File: config.mk
export PLATFORM = sky130hd
export DESIGN_NAME = byte_pointer
export DESIGN_NICKNAME = d
export VERILOG_FILES = /design/src/verilog/hdd_pkg.sv /design/src/verilog/byte_pointer.sv
export SDC_FILE = /design/constraint.sdc
export NUM_CORES = 1
export LEC_CHECK = 0
export BUFFER_PORTS_ARGS = -buffer_cell sky130_fd_sc_hd__buf_2
export CORE_AREA = 4 4 41 43
export CTS_BUF_LIST = sky130_fd_sc_hd__clkbuf_4
export CTS_CLUSTER_DIAMETER = 200
export DETAILED_ROUTE_END_ITERATION = 7
export DIE_AREA = 0 0 45 47
export GPL_TIMING_DRIVEN = 0
export PLACE_DENSITY = 0.49
export SLEW_MARGIN = 40
export SYNTH_ARGS = -nofsm -noshare
export SYNTH_HDL_FRONTEND = slang
export SYNTH_SLANG_ARGS = --single-unit
File: constraint.sdc
create_clock -name clk_sys -period 3.1 [get_ports clk_sys]
set_clock_uncertainty 0.1 [all_clocks]
set_input_delay 0.31 -clock clk_sys [delete_from_list [all_inputs] [get_ports clk_sys]]
set_output_delay 0.31 -clock clk_sys [all_outputs]
set_load 0.01 [all_outputs]
File: src/verilog/hdd_pkg.sv
`default_nettype none

package hdd_pkg;

	// --------------------------------------------------
	// sizes
	// --------------------------------------------------
	localparam int sector_bytes   = 512;  // bytes moved per host block request.
	localparam int buf_addr_width = 9;    // addresses one sector buffer.
	localparam int sector_width   = 16;   // the host lba is this, zero-extended.

	// --------------------------------------------------
	// status byte bit positions
	// --------------------------------------------------
	localparam int stat_busy    = 0;
	localparam int stat_mounted = 1;
	localparam int stat_protect = 2;
	localparam int stat_error   = 3;  // set by the last rejected command.

	typedef enum logic [1:0] {
		reg_sector_lo  = 2'd0,
		reg_sector_hi  = 2'd1,
		reg_cmd_status = 2'd2,  // write gives a command, read gives status.
		reg_data       = 2'd3   // auto-incrementing buffer port.
	} reg_addr_t;

	typedef enum logic [7:0] {
		cmd_none  = 8'd0,
		cmd_read  = 8'd1,
		cmd_write = 8'd2
	} cmd_t;

	typedef enum logic [1:0] {
		st_idle,
		st_request,  // sd_rd or sd_wr held until the host acks.
		st_release   // waiting for the host to drop sd_ack.
	} req_state_t;

endpackage

`default_nettype wire

File: src/verilog/byte_pointer.sv
`timescale 1ns/1ps
`default_nettype none

module byte_pointer (
	input  logic                               clk_sys,
	input  logic                               reset,
	input  logic                               clear,
	input  logic                               advance,
	output logic [hdd_pkg::buf_addr_width-1:0] ptr
);

	// --------------------------------------------------
	// CPU side buffer address
	// --------------------------------------------------

	// clear wins over advance, so a transfer always starts at byte 0.
	always_ff @(posedge clk_sys) begin
		if (reset) begin
			ptr <= '0;
		end else if (clear) begin
			ptr <= '0;
		end else if (advance) begin
			ptr <= ptr + 1'b1;  // wraps from 511 back to 0.
		end
	end

endmodule

`default_nettype wire

==> flow_summary.toml <==
[cts]
clock_latency_ns = 0.26
cts-htree-levels = 1
cts-root-buf = "clkbuf_4"
cts_tree = "done"
cts_num_sinks = 9
ctsHoldBuffers = 0
cts.path.max_buffers = 2
cts_inserted_buffers = 3
ctsResizeCount = 0
postCtsSetupRepairBufs = 0
clkSlewWorstSetupHoldPaths_ns = 0.06

[logic_synthesis]
ys_seq_area_share_pct = 45.7
yosys-top-cells-area = "dfxtp_1 46%, xor2_1 6.7%, nand4_1 6.3%, or3_1 6.3%, nand4_4 5.4%"
yosys.area.top_type = "dfxtp_1"
ys.flop_type = "dfxtp_1"
synth.net_count = 48
syn_inst = 43
synth-async-reset-ratio_pct = 0
synth_top_area_share_pct = 45.7
ys_types = 15
synth-seq-cells = 9
synth-edff-count = 0
syn_area_per_cell_sq_um = 9.17
yosys_warnings = 0
synth_area_sq_um = 394

[place]
hpwl_um = 584
post_dp_cell_area_sq_um = 468
gp_congestion = 0.641
pre_cts_slack_ns = 1.69
port_buffers = 11

[layout]
num-nets-final = 64
largest_reg_flops = 9
largest-register = "ptr"
area_growth_syn_to_layout_pct = 26.3
largest_registers = "ptr x9"
design_area_sq_um = 498
num_antenna_cells = 0
final_common_cell = "buf_2"
drive_gt1_share_pct = 31.0
final_cell_mix = "12 x buf_2, 9 x dfxtp_1, 5 x nor2_1"

[global_routing]
antenna_found_initial = 0
grt_pass1_wl_mm = 1.26
grtUsageTotal_pct = 9.03
grt_max_degree = 10
grt_pass1_vias = 295
grt_overflow = 0

[detailed_routing]
routed_wirelength_um = 770
drt-pass1-iter-count = 2
ant_nets = 0
vias = 348
drt_iter0_markers = 4
wl_per_cell_um = 10.5
viasPerCell = 4.77
drc_errors = 0

[floorplanning]
fp.dieH_um = 47
num_rows = 13
die_w_um = 45
initial_core_util_pct = 30.3
dieArea_sq_um = 2120
io_pins = 13
core_area_sq_um = 1300

[hold_path]
hp-class = "input pin to flop"

[setup_path]
r2r_setup_slack_ns = 1.70
worstPathRequired_ns = 3.19
crit_end = "ptr[8]"
r2r-start = "ptr[0]"
cp-start-kind = "flop"
setup.worst_path.end_class = "flop"
rr_worst_depth = 4
r2r-end = "ptr[8]"
critPathKind = "flop to flop"
cp.arrival_ns = 1.50
cp-startpoint = "ptr[0]"
cp_max_fo = 6

[sta]
whs_ns = 0.303
relSlewSlack_pct = 74.1
max_freq_mhz = 712
hold_viol_final = 0
slew_viol_final = 0
rsz0062_at_grt = "false"
worst_pin_slew_ns = 0.389
period_minus_slack_ns = 1.40
fin_ws_ns = 1.70
min_period_over_period_pct = 45.3
setup_tns_ns = 0
finalSetupViolCount = 0

[run]
cap_violations = 0

[power_and_ir_drop]
vdd_drop_max_mv = 0.224
power-per-cell-area_nw_per_um2 = 453
p_leak_nw = 0.206

[run_status]
run_status = "finished, final reports clean"
## cell usage after synthesis (3+ instances only)
master   instances
a21oi_1          4
dfxtp_1          9
nand2_1          3
nand4_1          4
nor2_1           5
o21ai_0          4
or3_1            4
xor2_1           3
## cell type report
cell class | instances | area, sq um
multi-input combinational | 32 | 205
clock buffer | 4 | 30.0
fill | 153 | 803
timing repair buffer | 11 | 55.1
tap | 15 | 18.8
sequential | 9 | 180
buffer | 2 | 8.76
## logic make-up (layout without fill, tap and decap cells)
kind of cell	Yosys count	in the layout	synth area share [%]
xor+xnor	4	4	8.89
fa+ha+maj	1	1	3.17
buf+inv	2	17	2.22
simple gates	18	18	27.3
flops	9	9	45.7
compound gates	8	8	10.2
mux	1	1	2.54
## layer usage
metal	global-route usage (%)	vias to the layer above	wire, um
met5	0	-	0
met4	5.26	0	7
met3	7.28	2	80
met2	12.1	13	348
met1	9.84	150	333
li1	-	183	-
## how the worst min path moves through the flow
stage	startpoint	end	slack (ns)	cells after the start
5_1_grt	advance	ptr[0]	0.31	3
3_5_place_dp	ptr[8]	ptr[8]	0.39	2
2_1_floorplan	ptr[8]	ptr[8]	0.40	2
4_1_cts	advance	ptr[0]	0.30	3
6_report	advance	ptr[0]	0.30	3
3_3_place_gp	ptr[8]	ptr[8]	0.37	2
## power by group
group	leakage [nW]	switching, mW	internal [mW]	total (mW)
clock	0.0184	0.0395	0.0583	0.0978
combinational	0.115	0.00532	0.00451	0.00983
sequential	0.0726	0.00145	0.117	0.118
total	0.206	0.0463	0.179	0.226
## critical path: stages (launching register included)
cell	delay (ns)
dfxtp_1	0.42
ha_1	0.25
nand4_1	0.11
or3_1	0.32
a21oi_1	0.13
## per-stage QoR
stage                     std cells  util [%]  power [mW]
after floorplan                  43         -       0.127
after global placement           69      36.0       0.130
after detailed placement         69      36.0       0.131
after CTS                        73      38.3       0.231
after global routing             73      38.3       0.243
final                            73      38.3       0.226
(Power assumes the default switching activity.)
