[src/verilog/hdd_pkg.sv]
`default_nettype none

package hdd_pkg;

	// --------------------------------------------------
	// sizes
	// --------------------------------------------------
	localparam int sector_bytes   = 512;  // bytes moved per host block request.
	localparam int buf_addr_width = 9;    // addresses one sector buffer.
	localparam int sector_width   = 16;   // the host lba is this, zero-extended.

	// --------------------------------------------------
	// status byte bit positions
	// --------------------------------------------------
	localparam int stat_busy    = 0;
	localparam int stat_mounted = 1;
	localparam int stat_protect = 2;
	localparam int stat_error   = 3;  // set by the last rejected command.

	typedef enum logic [1:0] {
		reg_sector_lo  = 2'd0,
		reg_sector_hi  = 2'd1,
		reg_cmd_status = 2'd2,  // write gives a command, read gives status.
		reg_data       = 2'd3   // auto-incrementing buffer port.
	} reg_addr_t;

	typedef enum logic [7:0] {
		cmd_none  = 8'd0,
		cmd_read  = 8'd1,
		cmd_write = 8'd2
	} cmd_t;

	typedef enum logic [1:0] {
		st_idle,
		st_request,  // sd_rd or sd_wr held until the host acks.
		st_release   // waiting for the host to drop sd_ack.
	} req_state_t;

endpackage

`default_nettype wire

[src/verilog/hdd_cmd_if.sv]
`timescale 1ns/1ps
`default_nettype none

// command path from the register window to the request FSM.
interface hdd_cmd_if;
	import hdd_pkg::*;

	logic [sector_width-1:0] sector;       // sector number for the next request.
	logic                    start_read;   // one-cycle pulse per accepted read.
	logic                    start_write;  // one-cycle pulse per accepted write.
	logic                    busy;         // high from request to ack release.

	modport regs_side (
		output sector,
		output start_read,
		output start_write,
		input  busy
	);

	modport fsm_side (
		input  sector,
		input  start_read,
		input  start_write,
		output busy
	);

endinterface

`default_nettype wire

[src/verilog/hdd_regs.sv]
`timescale 1ns/1ps
`default_nettype none

module hdd_regs (
	input  logic               clk_sys,
	input  logic               reset,
	input  hdd_pkg::reg_addr_t cpu_addr,
	input  logic [7:0]         cpu_wdata,
	input  logic               cpu_wr,
	input  logic               cpu_rd,
	output logic [7:0]         cpu_rdata,
	input  logic               img_mounted,
	input  logic               img_readonly,
	input  logic [63:0]        img_size,
	input  logic [7:0]         buf_rdata,
	output logic               data_access,
	hdd_cmd_if.regs_side       cmd
);
	import hdd_pkg::*;

	logic [sector_width-1:0] sector;
	logic                    mounted;
	logic                    protect;
	logic                    error;
	logic                    busy_any;
	logic                    cmd_write_en;
	cmd_t                    cmd_code;
	logic [7:0]              status;
	logic [7:0]              rd_hold;
	logic                    rd_from_buf;

	// a start pulse still in flight counts as busy, the FSM only raises busy a cycle later.
	assign busy_any     = cmd.busy | cmd.start_read | cmd.start_write;
	assign cmd_write_en = cpu_wr && (cpu_addr == reg_cmd_status);
	assign cmd_code     = cmd_t'(cpu_wdata);
	assign data_access  = (cpu_wr || cpu_rd) && (cpu_addr == reg_data);  // steps the pointer.
	assign cmd.sector   = sector;

	always_comb begin
		status               = 8'h00;
		status[stat_busy]    = busy_any;
		status[stat_mounted] = mounted;
		status[stat_protect] = protect;
		status[stat_error]   = error;
	end

	// --------------------------------------------------
	// sector number and image state
	// --------------------------------------------------
	always_ff @(posedge clk_sys) begin
		if (reset) begin
			sector  <= '0;
			mounted <= 1'b0;
			protect <= 1'b0;
		end else begin
			if (cpu_wr && (cpu_addr == reg_sector_lo)) begin
				sector[7:0] <= cpu_wdata;
			end
			if (cpu_wr && (cpu_addr == reg_sector_hi)) begin
				sector[15:8] <= cpu_wdata;
			end
			if (img_mounted) begin
				mounted <= (img_size != 64'd0);  // an empty image counts as no disk.
				protect <= img_readonly;
			end
		end
	end

	// --------------------------------------------------
	// command check
	// --------------------------------------------------
	always_ff @(posedge clk_sys) begin
		if (reset) begin
			error           <= 1'b0;
			cmd.start_read  <= 1'b0;
			cmd.start_write <= 1'b0;
		end else begin
			cmd.start_read  <= 1'b0;
			cmd.start_write <= 1'b0;
			if (cmd_write_en && !busy_any) begin  // writes while busy are dropped silently.
				case (cmd_code)
					cmd_read: begin
						cmd.start_read <= mounted;
						error          <= !mounted;
					end
					cmd_write: begin
						cmd.start_write <= mounted && !protect;
						error           <= !(mounted && !protect);
					end
					default: begin
						error <= error;  // cmd_none and unknown codes change nothing.
					end
				endcase
			end
		end
	end

	// read data shows up on the cycle after cpu_rd.
	always_ff @(posedge clk_sys) begin
		if (reset) begin
			rd_from_buf <= 1'b0;
		end else if (cpu_rd) begin
			rd_from_buf <= (cpu_addr == reg_data);
		end
	end

	always_ff @(posedge clk_sys) begin
		if (cpu_rd) begin
			case (cpu_addr)
				reg_sector_lo:  rd_hold <= sector[7:0];
				reg_sector_hi:  rd_hold <= sector[15:8];
				reg_cmd_status: rd_hold <= status;
				default:        rd_hold <= 8'h00;
			endcase
		end
	end

	assign cpu_rdata = rd_from_buf ? buf_rdata : rd_hold;  // buffer port is already registered.

	// the request FSM never sees a new start while a transfer is running.
	a_start_only_idle: assert property (@(posedge clk_sys) disable iff (reset)
		(cmd.start_read || cmd.start_write) |-> !cmd.busy);

endmodule

`default_nettype wire

[src/flat_wrapper.sv]
// flat-port wrapper written by rule: the top's interface ports become plain ports
module hdd_regs_flat import hdd_pkg::*;
  (clk_sys, reset, cpu_addr, cpu_wdata, cpu_wr, cpu_rd, cpu_rdata, img_mounted, img_readonly, img_size, buf_rdata, data_access, cmd_sector, cmd_start_read, cmd_start_write, cmd_busy);
  hdd_cmd_if cmd_i ();
  input  logic clk_sys;
  input  logic reset;
  input  hdd_pkg::reg_addr_t cpu_addr;
  input  logic [7:0] cpu_wdata;
  input  logic cpu_wr;
  input  logic cpu_rd;
  output logic [7:0] cpu_rdata;
  input  logic img_mounted;
  input  logic img_readonly;
  input  logic [63:0] img_size;
  input  logic [7:0] buf_rdata;
  output logic data_access;
  output wire logic [$bits(cmd_i.sector)-1:0] cmd_sector;
  output wire logic [$bits(cmd_i.start_read)-1:0] cmd_start_read;
  output wire logic [$bits(cmd_i.start_write)-1:0] cmd_start_write;
  input wire logic [$bits(cmd_i.busy)-1:0] cmd_busy;
  assign cmd_sector = cmd_i.sector;
  assign cmd_start_read = cmd_i.start_read;
  assign cmd_start_write = cmd_i.start_write;
  assign cmd_i.busy = cmd_busy;
  hdd_regs u_core (.clk_sys(clk_sys), .reset(reset), .cpu_addr(cpu_addr), .cpu_wdata(cpu_wdata), .cpu_wr(cpu_wr), .cpu_rd(cpu_rd), .cpu_rdata(cpu_rdata), .img_mounted(img_mounted), .img_readonly(img_readonly), .img_size(img_size), .buf_rdata(buf_rdata), .data_access(data_access), .cmd(cmd_i));
endmodule
[config.mk]
export PLATFORM = sky130hd
export DESIGN_NAME = hdd_regs_flat
export DESIGN_NICKNAME = d
export VERILOG_FILES = /design/src/verilog/hdd_pkg.sv /design/src/verilog/hdd_cmd_if.sv /design/src/verilog/hdd_regs.sv /design/src/flat_wrapper.sv
export SDC_FILE = /design/constraint.sdc
export NUM_CORES = 1
export LEC_CHECK = 0
export BUFFER_PORTS_ARGS = -buffer_cell sky130_fd_sc_hd__buf_2
export CORE_UTILIZATION = 42
export DETAILED_ROUTE_END_ITERATION = 10
export GPL_ROUTABILITY_DRIVEN = 0
export MAX_ROUTING_LAYER = met4
export PLACE_DENSITY = 0.87
export SLEW_MARGIN = 25
export SYNTH_ARGS = -nofsm -noshare
export SYNTH_HDL_FRONTEND = slang
export SYNTH_SLANG_ARGS = --single-unit
[constraint.sdc]
create_clock -name clk_sys -period 2.7 [get_ports clk_sys]
set_input_delay 0.405 -clock clk_sys [delete_from_list [all_inputs] [get_ports clk_sys]]
set_output_delay 0.405 -clock clk_sys [all_outputs]
set_load 0.05 [all_outputs]
==> results of run 1 <==
[power by group]
part           switching (µW)  internal [µW]  leakage [µW]
clock                     151            192     0.0000450
sequential               11.4            478      0.000261
combinational             126           88.1      0.000781
[metal layers]
metal	GRT usage, %	part of all wire [%]
met3	5.672	6.1
met1	28.53	43
met4	10.06	2.1
met2	33.23	48
met5	-	0
[Yosys cell counts]
cell type   n  share of area [%]
o21ai_0     2               0.68
clkbuf_1    4                1.0
nand3b_1    1               0.51
and3_1      1               0.43
o22ai_1     2               0.85
xor2_1      1               0.60
inv_1       3               0.77
nand4_1     3                1.3
nand3b_2    1               0.77
o211a_1     1               0.68
and2b_1     1               0.51
mux2_2      8                6.1
nor2_1     24                6.1
buf_2       3                1.0
nor3_1      4                1.4
mux2i_1    24                 16
nor4b_1     1               0.60
nand2_1     3               0.77
edfxtp_1    8                 16
a311oi_1    1               0.60
and4_4      1               0.77
dfxtp_1    22                 30
nor3b_1     1               0.51
nor4b_2     2                2.0
a31oi_1     1               0.43
nand2b_1    1               0.43
a211oi_1    1               0.51
nand3_1     1               0.34
nor4_1     15                6.4
a21oi_1     3                1.0
[worst reg2reg max path, cell delays in order, from the launching register on]
cell      delay, ns
dfxtp_1        0.31
nor3_1         0.32
and4_4         0.31
nand3b_2       0.09
nor4b_2        0.24
[cells in the final DEF (no fill, tap or decap), drive strengths merged, types with 4 or more instances in the layout]
| cell | n |
|---|---|
| nor4 | 15 |
| buf | 116 |
| nor3 | 4 |
| dfxtp | 22 |
| mux2i | 24 |
| edfxtp | 8 |
| clkbuf | 5 |
| mux2 | 8 |
| nor2 | 24 |
[cells by family (layout without fill, tap and decap cells)]
group	after synthesis	after routing	synth area share [%]
AOI/OAI and AO/OA	11	11	4.778
xor gates and xnor gates	1	1	0.5974
buffers and inverters	10	127	2.815
DFF	30	30	46.42
muxes	32	32	22.53
and+or+nand+nor	60	60	22.87
[area by class of cell]
class	instances	share of cell area, %
clock buffers	5	1.742
clock inverters	3	1.858
inverters	3	0.5226
multi-input cells	104	34.55
flip-flops and latches	30	31.59
well taps	46	2.671
repair buffers	116	27.06
[sequential cells by signal (all words and copies together) (netlist names)]
name                    flops
u_core.cmd.start_read       1
u_core.mounted              1
u_core.rd_hold              8
u_core.protect              1
u_core.error                1
u_core.cmd.start_write      1
u_core.rd_from_buf          1
u_core.cmd.sector          16
[through the flow]
stage | utilization, % | total power [µW]
2_1_floorplan | - | 617.0
3_3_place_gp | 62.24 | 708.6
3_5_place_dp | 62.24 | 713.6
4_1_cts | 64.57 | 1054
5_1_grt | 64.57 | 1090
6_report | 64.57 | 1046
[worst max path at each step]
stage,start,end,slack (ns),cells after the start
2_1_floorplan,cpu_addr[1],data_access,1.19,2
3_3_place_gp,cpu_addr[0],u_core.cmd.sector[13],1.14,4
3_5_place_dp,cpu_addr[0],u_core.cmd.sector[12],1.12,4
4_1_cts,u_core.rd_from_buf,cpu_rdata[5],0.80,2
5_1_grt,u_core.rd_from_buf,cpu_rdata[5],0.75,2
6_report,u_core.rd_from_buf,cpu_rdata[5],0.81,2
==> impl_metrics.tcl, run 1 <==
set metrics [dict create \
    worst-path-max-fanout 9 \
    cpPeakStageDelay_ns 0.55 \
    drt_wl_total_um 3897 \
    overflow 0 \
    whs_ns 0.3005 \
    dpl-instance-area_um2 2077 \
    layout-drive-gt1-share_pct 52.11 \
    path_cells "mux2_2, buf_2" \
    setup_slack_ns 0.8121 \
    final_nets 349 \
    die-area_um2 3732 \
    endpoint_kind "output pin" \
    min_path_cells 2 \
    core_um2 3337 \
    die_h_um 61.09 \
    fill_cells 297 \
    final-setup-viol-count 0 \
    period_share_pct 69.92 \
    cts_setup_buffers 0 \
    grt_pass1_wl_um 5775 \
    post-place-ws_ns 1.117 \
    critPathBufInv 1 \
    r2r_start "u_core.cmd.start_read" \
    ctsHoldBuffers 0 \
    cpLargestDelayFamily "flip-flops" \
    track_usage_pct 22.33 \
    final_area_um2 2155 \
    drc 0 \
    maxCapViolations 0 \
    reg2reg_depth 4 \
    ios 116 \
    clk_latency_ns 0.33 \
    finalCriticalPeriod_ns 1.888 \
    avgSynthCellArea_um2 10.18 \
    yosysSeqAreaShare_pct 46.42 \
    finalHoldViolations 0 \
    drtAntennaViolNets 0 \
    pwr_density_cell_nw_per_um2 485.6 \
    path_clk_slew_ns 0.10 \
    vias 1517 \
    crit_required_ns 2.30 \
    cts_tree "yes" \
    grt_max_degree 22 \
    clock.fmax_mhz 529.7 \
    first_pass_iters 4 \
    final_cells 307 \
    num_rows 21 \
    ys_ff_latch 30 \
    post_drt_wl_per_cell_um 12.69 \
    fin_skew_ns 0.01503 \
    clock-root-buffer "clkbuf_4" \
    crit_type "reg -> out" \
    grt_antenna_before_repair 0 \
    port_buffers 115 \
    cts-resized-gates 0 \
    setup_tns_ns 0 \
    relSlewSlack_pct 66.98 \
    avgViaCountPerCell 4.941 \
    maxSlewViolCount 0 \
    holdPathEnd "u_core.cmd.start_write" \
    synth_cell_types 30 \
    dp_cells 299 \
    syn_to_final_growth_pct 46.93 \
    p_leak_uw 0.001087 \
    critPathSlowestCell "dfxtp_1" \
    diodes 0 \
    synth_area_um2 1466 \
    synth-warning-count 0 \
    seqCellArea_um2 680.7 \
    multi_input_area_um2 744.5 \
    dp_hpwl_um 3214 \
    critPathLaunchType "register" \
    syn_inst 144 \
    start_util_pct 43.94 \
    critPathArrivalTime_ns 1.48 \
    outcome "finished, final reports clean" \
    clock_sinks 30 \
    drtIter0Drc 38 \
    synthesis.nets 233 \
    cts_htree_levels 2 \
    tightest_slew_ns 0.4938 \
    rsz0062_at_grt "false" \
    vdd_drop_max_mv 0.3081 \
    clockBufferDepth 2 \
    die_width_um 61.09 \
    hold_start "cpu_wdata[0]" \
    timing.rr.end "u_core.cmd.start_write" \
    min_path_type "in -> reg" \
    grt_pass1_vias 1328 \
    cts_made_buffers 5 \
    ff2ff_setup_slack_ns 1.34 \
]
Note: power is estimated with default switching activity, not from simulation.
==> run 2, diff against run 1 <==
CORE_UTILIZATION = 35   (was 42)
PLACE_DENSITY = 0.78   (was 0.87)
clock period = 1.6 ns   (was 2.7 ns; I/O delays follow)
==> impl_metrics.tcl, run 2 (synthesis gave the netlist of run 1 again) <==
set metrics [dict create \
    ff2ff_setup_slack_ns 0.28 \
    endpoint_kind "output pin" \
    die_h_um 66.73 \
    clockBufferDepth 2 \
    core_um2 4000 \
    p_int_uw 1268 \
    track_usage_pct 20.33 \
    clock.fmax_mhz 659.8 \
    grt_max_degree 22 \
    first_pass_iters 4 \
    period_share_pct 94.73 \
    cts-resized-gates 1 \
    sw_frac_of_total_pct 27.48 \
    drt_wl_total_um 4001 \
    clock-root-buffer "clkbuf_8" \
    grt_pass1_wl_um 6486 \
    pwr_density_cell_nw_per_um2 802.4 \
    die-area_um2 4453 \
    critPathLaunchType "register" \
    path_clk_slew_ns 0.06 \
    critPathArrivalTime_ns 1.28 \
    cts_setup_buffers 0 \
    dp_hpwl_um 3336 \
    cts_tree "yes" \
    die_width_um 66.73 \
    grt_pass1_vias 1478 \
    reg2reg_depth 4 \
    final_area_um2 2178 \
    final_util_pct 54.46 \
    ios 116 \
    tightest_slew_ns 0.3755 \
    vdd_drop_max_mv 0.4532 \
    diodes 0 \
    final_cells 313 \
    finalHoldViolations 0 \
    crit_type "reg -> out" \
    min_path_cells 2 \
    setup_tns_ns 0 \
    largestRegisters "u_core.cmd.sector x16, u_core.rd_hold x8" \
    grt_antenna_before_repair 0 \
    port_buffers 115 \
    overflow 0 \
    drc 0 \
    ctsHoldBuffers 0 \
    maxCapViolations 0 \
    final_nets 351 \
    post-place-ws_ns 0.2016 \
    clock_sinks 30 \
    startpoint "u_core.rd_from_buf" \
    layout-drive-gt1-share_pct 51.71 \
    worst-path-max-fanout 9 \
    finalCriticalPeriod_ns 1.516 \
    crit_required_ns 1.36 \
    setup_slack_ns 0.08427 \
    syn_to_final_growth_pct 48.55 \
    drtIter0Drc 21 \
    cts_made_buffers 5 \
    cts_htree_levels 2 \
    start_util_pct 36.66 \
    dp_cells 305 \
    p_leak_uw 0.001091 \
    top_register "u_core.cmd.sector" \
    largest_reg_flops 16 \
    r2r_start "u_core.cmd.start_read" \
    relSlewSlack_pct 74.97 \
    rsz0062_at_grt "false" \
    crit_end "cpu_rdata[6]" \
    avgViaCountPerCell 4.815 \
    dpl-instance-area_um2 2097 \
    timing.rr.end "u_core.cmd.start_write" \
    p_comb_share_pct 20.8 \
    final_common_cell "buf_2" \
    pwr-share-seq_pct 47.3 \
    p_sw_uw 480.3 \
    fin_skew_ns 0.005498 \
    clk_latency_ns 0.28 \
    maxSlewViolCount 0 \
    vias 1507 \
    drtAntennaViolNets 0 \
    clkPwrFrac_pct 31.9 \
    num_rows 23 \
    mostFrequentLayoutCells "buf_2, mux2i_1, nor2_1, dfxtp_1, nor4_1" \
    post_drt_wl_per_cell_um 12.78 \
    outcome "finished, final reports clean" \
    min_path_type "in -> reg" \
    final-setup-viol-count 0 \
]
## run 2: stage by stage
stage	total power (µW)	hold slack, ns
after global placement	1200	0.4718
after detailed placement	1208	0.4845
after global routing	1831	0.1988
after CTS	1763	0.1897
after floorplan	1041	0.3135
final	1748	0.1945
## run 2: area by class of cell
class / instances / area [µm²]
flip-flops and latches: 30 / 681.9
multi-input cells: 104 / 744.5
fillers: 396 / 1822
well taps: 50 / 62.56
inverters: 3 / 11.26
clock buffers: 8 / 80.08
repair buffers: 118 / 598.1
## run 2: how the worst min path moves through the flow
stage | from | endpoint | slack (ns)
4_1_cts | cpu_wdata[0] | u_core.cmd.start_write | 0.19
6_report | cpu_wdata[0] | u_core.cmd.start_write | 0.19
3_5_place_dp | cpu_wdata[0] | u_core.cmd.start_write | 0.48
2_1_floorplan | cpu_wdata[0] | u_core.cmd.start_write | 0.31
3_3_place_gp | cpu_wdata[0] | u_core.cmd.start_write | 0.47
5_1_grt | cpu_wdata[0] | u_core.cmd.start_write | 0.20
## run 2: power by group through the flow
stage	combinational [µW]	clock (µW)	sequential (µW)
after floorplan	156	0	885
after global placement	358	0	843
after detailed placement	364	0	844
after CTS	366	570	828
after global routing	393	607	831
final	364	557	827
## run 2: per-layer routing
layer	vias to the layer above	part of all wire, %	track usage [%]
li1	774	-	-
met1	682	45	23.71
met2	43	48	32.70
met3	8	4.6	4.795
met4	0	1.9	9.840
met5	-	0	-
## run 2: critical path, stage by stage, from the launching register on
cell     delay [ns]
dfxtp_2        0.43
mux2_2         0.36
buf_2          0.21
