[src/verilog/hdd_pkg.sv]
`default_nettype none

package hdd_pkg;

	// --------------------------------------------------
	// sizes
	// --------------------------------------------------
	localparam int sector_bytes   = 512;  // bytes moved per host block request.
	localparam int buf_addr_width = 9;    // addresses one sector buffer.
	localparam int sector_width   = 16;   // the host lba is this, zero-extended.

	// --------------------------------------------------
	// status byte bit positions
	// --------------------------------------------------
	localparam int stat_busy    = 0;
	localparam int stat_mounted = 1;
	localparam int stat_protect = 2;
	localparam int stat_error   = 3;  // set by the last rejected command.

	typedef enum logic [1:0] {
		reg_sector_lo  = 2'd0,
		reg_sector_hi  = 2'd1,
		reg_cmd_status = 2'd2,  // write gives a command, read gives status.
		reg_data       = 2'd3   // auto-incrementing buffer port.
	} reg_addr_t;

	typedef enum logic [7:0] {
		cmd_none  = 8'd0,
		cmd_read  = 8'd1,
		cmd_write = 8'd2
	} cmd_t;

	typedef enum logic [1:0] {
		st_idle,
		st_request,  // sd_rd or sd_wr held until the host acks.
		st_release   // waiting for the host to drop sd_ack.
	} req_state_t;

endpackage

`default_nettype wire

[src/verilog/hdd_cmd_if.sv]
`timescale 1ns/1ps
`default_nettype none

// command path from the register window to the request FSM.
interface hdd_cmd_if;
	import hdd_pkg::*;

	logic [sector_width-1:0] sector;       // sector number for the next request.
	logic                    start_read;   // one-cycle pulse per accepted read.
	logic                    start_write;  // one-cycle pulse per accepted write.
	logic                    busy;         // high from request to ack release.

	modport regs_side (
		output sector,
		output start_read,
		output start_write,
		input  busy
	);

	modport fsm_side (
		input  sector,
		input  start_read,
		input  start_write,
		output busy
	);

endinterface

`default_nettype wire

[src/verilog/hdd_request_fsm.sv]
`timescale 1ns/1ps
`default_nettype none

module hdd_request_fsm (
	input  logic        clk_sys,
	input  logic        reset,
	hdd_cmd_if.fsm_side cmd,
	output logic [31:0] sd_lba,
	output logic        sd_rd,
	output logic        sd_wr,
	input  logic        sd_ack,
	output logic        ptr_clear
);
	import hdd_pkg::*;

	req_state_t state;
	logic       start;

	assign start     = cmd.start_read | cmd.start_write;
	assign ptr_clear = start;  // the CPU pointer rewinds for every transfer.

	// --------------------------------------------------
	// host request sequencing
	// --------------------------------------------------
	always_ff @(posedge clk_sys) begin
		if (reset) begin
			state    <= st_idle;
			sd_rd    <= 1'b0;
			sd_wr    <= 1'b0;
			cmd.busy <= 1'b0;
		end else begin
			case (state)
				st_idle: begin
					if (start) begin
						sd_rd    <= cmd.start_read;
						sd_wr    <= cmd.start_write;
						cmd.busy <= 1'b1;
						state    <= st_request;
					end
				end

				st_request: begin
					// the host may take any time to pick the request up.
					if (sd_ack) begin
						sd_rd <= 1'b0;
						sd_wr <= 1'b0;
						state <= st_release;
					end
				end

				st_release: begin
					// sd_ack stays up for the whole byte stream.
					if (!sd_ack) begin
						cmd.busy <= 1'b0;
						state    <= st_idle;
					end
				end

				default: begin
					sd_rd    <= 1'b0;
					sd_wr    <= 1'b0;
					cmd.busy <= 1'b0;
					state    <= st_idle;
				end
			endcase
		end
	end

	// the sector is frozen at start so the CPU may rewrite it during the transfer.
	always_ff @(posedge clk_sys) begin
		if (start) begin
			sd_lba <= {{(32 - sector_width){1'b0}}, cmd.sector};
		end
	end

	// one request type at a time towards the host.
	a_rd_wr_exclusive: assert property (@(posedge clk_sys) disable iff (reset)
		!(sd_rd && sd_wr));

endmodule

`default_nettype wire

[src/flat_wrapper.sv]
// flat-port wrapper written by rule: the top's interface ports become plain ports
module hdd_request_fsm_flat import hdd_pkg::*;
  (clk_sys, reset, sd_lba, sd_rd, sd_wr, sd_ack, ptr_clear, cmd_sector, cmd_start_read, cmd_start_write, cmd_busy);
  hdd_cmd_if cmd_i ();
  input  logic clk_sys;
  input  logic reset;
  output logic [31:0] sd_lba;
  output logic sd_rd;
  output logic sd_wr;
  input  logic sd_ack;
  output logic ptr_clear;
  input wire logic [$bits(cmd_i.sector)-1:0] cmd_sector;
  input wire logic [$bits(cmd_i.start_read)-1:0] cmd_start_read;
  input wire logic [$bits(cmd_i.start_write)-1:0] cmd_start_write;
  output wire logic [$bits(cmd_i.busy)-1:0] cmd_busy;
  assign cmd_i.sector = cmd_sector;
  assign cmd_i.start_read = cmd_start_read;
  assign cmd_i.start_write = cmd_start_write;
  assign cmd_busy = cmd_i.busy;
  hdd_request_fsm u_core (.clk_sys(clk_sys), .reset(reset), .cmd(cmd_i), .sd_lba(sd_lba), .sd_rd(sd_rd), .sd_wr(sd_wr), .sd_ack(sd_ack), .ptr_clear(ptr_clear));
endmodule
[config.mk]
export PLATFORM = sky130hd
export DESIGN_NAME = hdd_request_fsm_flat
export DESIGN_NICKNAME = d
export VERILOG_FILES = /design/src/verilog/hdd_pkg.sv /design/src/verilog/hdd_cmd_if.sv /design/src/verilog/hdd_request_fsm.sv /design/src/flat_wrapper.sv
export SDC_FILE = /design/constraint.sdc
export NUM_CORES = 1
export LEC_CHECK = 0
export BUFFER_PORTS_ARGS = -buffer_cell sky130_fd_sc_hd__buf_4
export CAP_MARGIN = 20
export CELL_PAD_IN_SITES_DETAIL_PLACEMENT = 0
export CELL_PAD_IN_SITES_GLOBAL_PLACEMENT = 1
export CORE_AREA = 2 2 57 59
export DETAILED_ROUTE_END_ITERATION = 8
export DIE_AREA = 0 0 59 61
export PLACE_DENSITY = 0.84
export SYNTH_ARGS = -nofsm -noshare
export SYNTH_HDL_FRONTEND = slang
export SYNTH_SLANG_ARGS = --single-unit
export TNS_END_PERCENT = 20
[constraint.sdc]
create_clock -name clk_sys -period 1 [get_ports clk_sys]
set_input_delay 0.15 -clock clk_sys [delete_from_list [all_inputs] [get_ports clk_sys]]
set_output_delay 0.15 -clock clk_sys [all_outputs]
set_load 0.05 [all_outputs]
==> metrics.txt, run 1 <==
Ys Warns=0; post-CTS setup buffers=0; Initial Util=0.289; Cell Rows=20; pin count of the biggest net entering global routing=20; worst-path cell chain=buf_6; Placeable Area=between 2000 and 3000 um2; pwr dens=1750 nW/um2; CP bufs+invs=1; Synth Flop Type=edfxtp_1; multi-input logic area=between 150 and 200 um2; CP arrival=860 ps; Residual DRC=0; cell leakage power=0.539 nW; NetSw=752 uW; first-pass GRT wire length=~2300 um; wire length per cell=11.5 um; via density per instance=4.18; die area=roughly 3600 um2; clk slew on worst S/H paths=110 ps; worst setup margin=-12.3 ps; ranking of synthesized cells by area=edfxtp_1 56%, buf_4 14%, dfxtp_1 12%; crit-path max FO=1; leading area contributor after synthesis=edfxtp_1; CP required=850 ps; I/O Pins=57; Yosys cell types=19; Gate power share=0.320; hpwl dp=1160 um; number of global-route vias before repair=500; setup violators final=7; Seq pwr share=0.502; Worst setup EP type=output pin; global-route usage over all layers=0.0865; Total Wirelength=approximately 1600 um; Synth Instances=60; CP Launch Type=flop; Crit. path cell count=1; Post-synth EDFFs=16; top cells by count, synth=16 x buf_4, 16 x edfxtp_1, 5 x a21oi_1, 5 x dfxtp_1; ANT nets after route=0; IO Port Bufs=40; via count=approximately 560; critical path class=reg2out; total negative setup slack=-53.1 ps; Reg2Reg Setup Slack=approximately 90 ps; failing checks=negative setup slack; DR iter-0 viols=10; outcome=finished, violations left; Min Hold Slack=28.4 ps; Storage cell area=between 500 and 600 um2; CTS tree=done; unrepaired setup endpoints after global routing=true; switch share=0.349; area of all placed cells without fillers=1230 um2; clock group share of total power=0.178; filler instances=292; Finished Layout Cells=roughly 140; Pins Over Slew Limit=0; sequential share of the synthesized area=0.679; clk_skew=2.42 ps; Overflow after GRT=0; share of cells above drive strength 1=0.500; delay-heaviest family, CP=flip-flops; ys async rst share=0; CTS buffer count=3; Final period util=1.01; Hold Path Cell Cnt=1; area grow syn2layout=44.2%; cell-internal power=1.40 mW; initial antenna violation count=0; slowest CP cell=edfxtp_1; Cells after DPL=approximately 130; total design power=2.15 mW; R2R cell count=3; Crit path largest cell delay=just over 400 ps; max cap viols=0; Hold Path Class=in2reg; CTS Sinks=21; Max Fclk=approximately 0.99 GHz; H-tree depth=1; Clock Latency Late Sink=290 ps; Root Buffer=clkbuf_4; mapped cell area=between 800 and 900 um2; final net count=approximately 120; DP Area=1120 um2; placer congestion estimate=0.686; VDD IR max=0.674 mV; synthesis-stage register bit count=21; Syn Area/Cell=14.2 um2; die span in x=59 um; top-area cell type share of the netlist area=0.562; Min Clock Period, post-route=1010 ps; CTS max path bufs=2; Die Ht=around 61 um; 1st-pass router iterations=4; Final Hold Fails=0; # diodes=0
## layout make-up
cell class                 count  area share
sequential                    21       0.476
timing repair buffer          40       0.308
multi-input combinational     34       0.152
tap                           33      0.0335
clock buffer                   4      0.0213
inverter                       3     0.00914
## per-layer routing
layer | up-vias | GRT usage | part of all wire | wire, um
met4 | 0 | 0.0390 | 0 | 0
met2 | 45 | 0.144 | 0.45 | 696
li1 | 266 | - | - | -
met5 | - | 0 | 0 | 0
met3 | 0 | 0.0256 | 0.14 | 216
met1 | 253 | 0.104 | 0.41 | 646
## final timing paths
check,start,end
max,u_core.sd_lba[7]$_DFFE_PP_,sd_lba[7]
min,cmd_sector[10],u_core.sd_lba[10]$_DFFE_PP_
max reg2reg,u_core.state[0]$_SDFFE_PP0P_,u_core.sd_rd$_SDFFE_PP0P_
min reg2reg,u_core.cmd.busy$_SDFFE_PP0P_,u_core.cmd.busy$_SDFFE_PP0P_
## power by group through the flow
stage | combinational (mW) | sequential [mW] | clock, mW
2_1_floorplan | 0.257 | 1.33 | 0
3_3_place_gp | 0.635 | 1.08 | 0
3_5_place_dp | 0.641 | 1.08 | 0
4_1_cts | 0.684 | 1.08 | 0.419
5_1_grt | 0.716 | 1.09 | 0.450
6_report | 0.689 | 1.08 | 0.384
## cells in the final DEF (no fill, tap or decap), drive strengths merged
| cell type | Yosys | routed |
|---|---|---|
| buf | 17 | 40 |
| conb | 1 | 16 |
| edfxtp | 16 | 16 |
| a21oi | 5 | 5 |
| dfxtp | 5 | 5 |
| clkbuf | 0 | 4 |
| inv | 3 | 3 |
| a211o | 2 | 2 |
| and4bb | 2 | 2 |
| nor2 | 2 | 2 |
| or2 | 1 | 1 |
| a2111oi | 1 | 1 |
| xnor2 | 1 | 1 |
| nor3b | 1 | 1 |
| nor2b | 1 | 1 |
| o21ai | 1 | 1 |
| nand2 | 1 | 1 |
## cells by family after synthesis
| group | share of synthesized area |
|---|---|
| compound gates | 0.0673 |
| other cells | 0.00439 |
| flops | 0.679 |
| buf+inv | 0.167 |
| xor+xnor | 0.0103 |
| simple gates | 0.0717 |
## registers in the layout, summed over array words and instances (netlist names)
name             cells
u_core.sd_wr         1
u_core.sd_lba       16
u_core.cmd.busy      1
u_core.sd_rd         1
u_core.state         2
## what timing repair did
item,4_1_cts,5_1_grt
hold buffers,0,0
resized for setup,21,4
endpoints found under the setup margin,20,22
## through the flow
step	utilization	worst slack (ps)
2_1_floorplan	-	-92.3
3_3_place_gp	0.380	7.60
3_5_place_dp	0.380	0.539
4_1_cts	0.414	-36.5
5_1_grt	0.417	-65.1
6_report	0.417	-12.3
(Power assumes the default switching activity.)
==> inputs of run 2 (changes only) <==
CORE_AREA = 2 2 60 62   (was 2 2 57 59)
DIE_AREA = 0 0 62 64   (was 0 0 59 61)
PLACE_DENSITY = 0.8   (was 0.84)
clock period = 0.9 ns   (was 1 ns; I/O delays follow)
==> run 2 against run 1 <==
  * The flow still finishes with violations (negative setup slack)
  * Clock power increased by 16%
  * Core utilization increased by 3.4 points
  * Final area increased by 20%
  * First-iteration DRC count decreased by 60%
  * Routed wire length increased by 22%
  * Critical path depth unchanged
  * Register-to-register slack got worse by 110 ps
  * Global-route usage increased by 0.98 points
  * Critical path type unchanged
==> metrics.txt, run 2 (synthesized netlist as in run 1, its figures left out) <==
I/O Pins=57 (unchanged); cell-internal power=1.62 mW (+16%); Max Fclk=between 0.9 and 1 GHz; Hold Path Class=in2reg; CTS buffer count=3 (unchanged); CP Launch Type=flop; final core occ=0.451 (+0.0337); Worst setup EP type=output pin; max FFs per register=16 (unchanged); wire length per cell=11.2 um (-3.4%); die span in x=62 um (+5.1%); Die Ht=64 um (+4.9%); crit-path max FO=1 (unchanged); first-pass GRT wire length=2740 um (+18%); Min Clock Period, post-route=1020 ps; CTS Sinks=21 (unchanged); CP arrival=890 ps (+30 ps); CTS tree=done; IO Port Bufs=40 (unchanged); Biggest register=u_core.sd_lba; placer congestion estimate=0.655 (-4.6%); share of cells above drive strength 1=0.460 (-0.0403); Initial Util=0.260 (-0.0292); area of all placed cells without fillers=1480 um2 (+20%); Min Hold Slack=28.4 ps (+0.0291 ps); initial antenna violation count=0 (unchanged); DP Worst Slack=-99.3 ps (-99.8 ps); outcome=finished, violations left; max cap viols=0 (unchanged); Root Buffer=clkbuf_4; Overflow after GRT=0 (unchanged); Total Wirelength=1900 um (+22%); die area=3970 um2 (+10%); H-tree depth=1 (unchanged); global-route usage over all layers=0.0964 (+0.00984); DP Area=1160 um2 (+3.7%); # diodes=0 (unchanged); pwr dens=1690 nW/um2 (-3.2%); Placeable Area=3280 um2 (+11%); delay-heaviest family, CP=flip-flops; total negative setup slack=-1800 ps (-1750 ps); cell leakage power=0.649 nW (+20%); unrepaired setup endpoints after global routing=true; NetSw=886 uW (+18%); Final Hold Fails=0 (unchanged); DR iter-0 viols=4 (-6); clk slew on worst S/H paths=120 ps (about the same); clock group share of total power=0.178 (about the same); Seq pwr share=0.479 (-0.023); CP bufs+invs=1 (unchanged); Residual DRC=0 (unchanged); slowest CP cell=edfxtp_1; via count=634 (+12%); VDD IR max=0.525 mV (-22%); post-CTS setup buffers=0 (unchanged); Final period util=1.14; Clock Latency Late Sink=300 ps (about the same); via density per instance=3.73 (-11%); Crit path largest cell delay=420 ps (about the same); CP required=760 ps (-90 ps); setup violators final=22 (+15); clk_skew=9.59 ps (+7.17 ps); switch share=0.353 (+0.00421); Reg2Reg Setup Slack=-20 ps (-110 ps); Top Registers=u_core.sd_lba: 16 flops, u_core.state: 2 flops; number of global-route vias before repair=611 (+22%); Gate power share=0.343 (+0.023); critical path class=reg2out; failing checks=negative setup slack; worst-path cell chain=buf_6; filler instances=305 (+4.5%); hpwl dp=1250 um (+7.9%); pin count of the biggest net entering global routing=20 (unchanged); final net count=146 (+18%); most common cell after layout, fill and taps aside=buf_4; CTS max path bufs=2 (unchanged); ANT nets after route=0 (unchanged); Cell Rows=21 (+5.0%); 1st-pass router iterations=2 (-2); Pins Over Slew Limit=0 (unchanged); most frequent cells in the layout=24 x buf_4, 18 x dlygate4sd3_1, 16 x conb_1, 16 x buf_6, 16 x edfxtp_1; worst setup margin=-124 ps (-112 ps); area grow syn2layout=73.4%
[run 2: worst paths after layout]
kind / start / endpoint / cells past startpoint
min: sd_ack / u_core.state[0]$_SDFFE_PP0P_ / 2
max reg2reg: u_core.state[0]$_SDFFE_PP0P_ / u_core.state[1]$_SDFFE_PP0P_ / 3
max: u_core.sd_lba[0]$_DFFE_PP_ / sd_lba[0] / 1
min reg2reg: u_core.cmd.busy$_SDFFE_PP0P_ / u_core.cmd.busy$_SDFFE_PP0P_ / 2
[run 2: final cells by class]
type | count | area, um2 | area share
multi-input cells | 34 | 195 | 0.132
clock buffers | 3 | 22.5 | 0.0152
inverters | 3 | 11.3 | 0.00760
flip-flops and latches | 21 | 592 | 0.399
well taps | 46 | 57.6 | 0.0389
repair buffers | 62 | 598 | 0.404
clock inverters | 1 | 5.00 | 0.00338
[run 2: what timing repair did]
item	in CTS	in global routing
endpoints found under the setup margin	25	25
gates resized for setup	26	3
hold buffers	19	0
gates cloned	0	0
pin swaps	0	0
endpoints found under the hold margin	18	0
[run 2: metrics by stage]
stage / power (mW) / cells
final: 2.51 / 170
after global placement: 1.92 / 147
after global routing: 2.64 / 170
after detailed placement: 1.93 / 147
after floorplan: 1.76 / 75
after CTS: 2.53 / 170
[run 2: routing by layer]
layer | part of all wire | track usage | routed length (um) | vias up
met5 | 0 | 0 | 0 | -
met4 | 0.0079 | 0.0559 | 15 | 0
met3 | 0.093 | 0.0142 | 176 | 2
met2 | 0.47 | 0.155 | 887 | 42
met1 | 0.43 | 0.118 | 817 | 282
li1 | - | - | - | 308
[run 2: power by group through the flow]
stage,combinational (mW),sequential (mW),clock [mW]
floorplan,0.286,1.48,0
global placement,0.722,1.20,0
detailed placement,0.729,1.20,0
CTS,0.854,1.20,0.474
global route,0.897,1.21,0.528
finish,0.860,1.20,0.445
==> inputs of run 3 (changes only) <==
CTS_CLUSTER_DIAMETER = 50   (was unset)
SETUP_SLACK_MARGIN = 0.1   (was unset)
==> run 3 against run 2 <==
  * Non-clock buffer count shrank 2
  * Sequential share of layout area increased by 0.75 points
  * Final cell count down 1.2%
  * Global-route usage shrank 1.5 points
  * Setup slack better by 14 ps
  * Largest power group unchanged
  * Routed wire length is 3.5% lower
  * Fmax is 1.4% higher
  * Die area unchanged
  * Total power fell by 0.81%
  * Register-to-register slack gained 20 ps
  * The flow still finishes with violations (negative setup slack)
  * Final area down 1.0%
==> metrics.txt, run 3 (synthesized netlist as in run 1, its figures left out) <==
Placeable Area=3280 um2 (unchanged); pin count of the biggest net entering global routing=20 (unchanged); Clock Latency Late Sink=290 ps (about the same); filler instances=298 (-2.3%); final core occ=0.446 (-0.00457); via count=638 (+0.63%); CP Launch Type=flop; I/O Pins=57 (unchanged); H-tree depth=1 (unchanged); clk slew on worst S/H paths=110 ps (about the same); delay-heaviest family, CP=flip-flops; CP arrival=870 ps (-20 ps); most frequent cells in the layout=24 x buf_4, 17 x buf_6, 16 x conb_1, 16 x dlygate4sd3_1, 16 x edfxtp_1; Pins Over Slew Limit=0 (unchanged); area of all placed cells without fillers=1470 um2 (-1.0%); CTS max path bufs=2 (unchanged); cell leakage power=0.634 nW (-2.3%); Cell Rows=21 (unchanged); CTS buffer count=3 (unchanged); outcome=finished, violations left; Total Wirelength=1830 um (-3.5%); Final period util=1.12 (-0.0161); setup violators final=22 (unchanged); R2R cell count=3 (unchanged); number of global-route vias before repair=564 (-7.7%); Hold Path Class=in2reg; CTS tree=done; Initial Util=0.260 (unchanged); Worst Setup SP=u_core.sd_lba[0]$_DFFE_PP_; Critical Path End=sd_lba[0]; IO Port Bufs=40 (unchanged); DR iter-0 viols=16 (+12); hpwl dp=1260 um (+0.81%); pwr dens=1690 nW/um2 (+0.20%); clk_skew=5.33 ps (-4.26 ps); placer congestion estimate=0.807 (+23%); max FFs per register=16 (unchanged); total negative setup slack=-1640 ps (+165 ps); Die Ht=64 um (unchanged); CP required=760 ps (about the same); final net count=144 (-1.4%); Worst setup EP type=output pin; DP Worst Slack=-100 ps (-0.709 ps); CP bufs+invs=1 (unchanged); worst setup margin=-109 ps (+14.5 ps); failing checks=negative setup slack; share of cells above drive strength 1=0.475 (+0.0157); Root Buffer=clkbuf_4; CTS Sinks=21 (unchanged); first-pass GRT wire length=2410 um (-12%); VDD IR max=0.456 mV (-13%); Top Registers=u_core.sd_lba: 16 flops, u_core.state: 2 flops; die span in x=62 um (unchanged); RR Endpoint=u_core.sd_rd$_SDFFE_PP0P_; RR Startpoint=u_core.state[0]$_SDFFE_PP0P_; initial antenna violation count=0 (unchanged); crit-path max FO=1 (unchanged); slowest CP cell=edfxtp_1; Crit path largest cell delay=410 ps (about the same); wire length per cell=10.9 um (-2.4%); unrepaired setup endpoints after global routing=true; via density per instance=3.80 (+1.8%); multi-input logic area=196 um2 (+0.64%); Min Hold Slack=29.3 ps (+0.875 ps); global-route usage over all layers=0.0812 (-0.0152); Residual DRC=0 (unchanged); Biggest register=u_core.sd_lba; Reg2Reg Setup Slack=0 ps (+20 ps); DP Area=1180 um2 (+1.1%); most common cell after layout, fill and taps aside=buf_4; Crit. path cell count=1 (unchanged); Max Fclk=0.991 GHz (+1.4%); ANT nets after route=0 (unchanged); max cap viols=0 (unchanged); critical path class=reg2out; worst-path cell chain=buf_6; Min Clock Period, post-route=1010 ps (-14.5 ps); # diodes=0 (unchanged); Final Hold Fails=0 (unchanged); 1st-pass router iterations=4 (+2); area grow syn2layout=71.6%; Storage cell area=597 um2 (+0.85%); die area=3970 um2 (unchanged); Overflow after GRT=0 (unchanged)
## run 3: worst min-delay path by stage
stage | from | endpoint | slack (ps) | cells after the start
2_1_floorplan | reset | u_core.sd_rd$_SDFFE_PP0P_ | 190 | 1
3_3_place_gp | cmd_sector[9] | u_core.sd_lba[9]$_DFFE_PP_ | 310 | 1
3_5_place_dp | cmd_sector[3] | u_core.sd_lba[3]$_DFFE_PP_ | 310 | 1
4_1_cts | cmd_sector[14] | u_core.sd_lba[14]$_DFFE_PP_ | 2 | 1
5_1_grt | reset | u_core.sd_wr$_SDFFE_PP0P_ | -2 | 2
6_report | reset | u_core.sd_wr$_SDFFE_PP0P_ | 30 | 2
## run 3: report_power, final
| group | internal (mW) | leakage (nW) | switching [mW] | total (mW) |
|---|---|---|---|---|
| clock | 0.165 | 0.0177 | 0.266 | 0.432 |
| combinational | 0.310 | 0.409 | 0.546 | 0.856 |
| sequential | 1.14 | 0.207 | 0.0598 | 1.20 |
## run 3: metrics by stage
stage	total power [mW]	instances
after floorplan	1.76	75
after global placement	1.92	148
after detailed placement	1.93	148
after CTS	2.50	165
after global routing	2.61	168
final	2.49	168
## run 3: metal layers
layer,GRT usage,part of all wire,vias up
li1,-,-,302
met1,0.0964,0.45,289
met2,0.130,0.43,47
met3,0.0283,0.12,0
met4,0.0319,0,0
met5,0,0,-
## run 3: final cells by class
type,count,area share
clock buffer,3,0.0154
clock inverter,1,0.00341
inverter,3,0.00768
multi-input combinational,34,0.134
sequential,21,0.407
tap,46,0.0392
timing repair buffer,60,0.393
## run 3: what timing repair did
item / in CTS / in global routing
hold buffers: 13 / 3
buffers inserted: 0 / 0
gates resized for setup: 27 / 2
pin swaps: 4 / 2
endpoints found under the setup margin: 25 / 25
hold endpoints to repair: 13 / 3
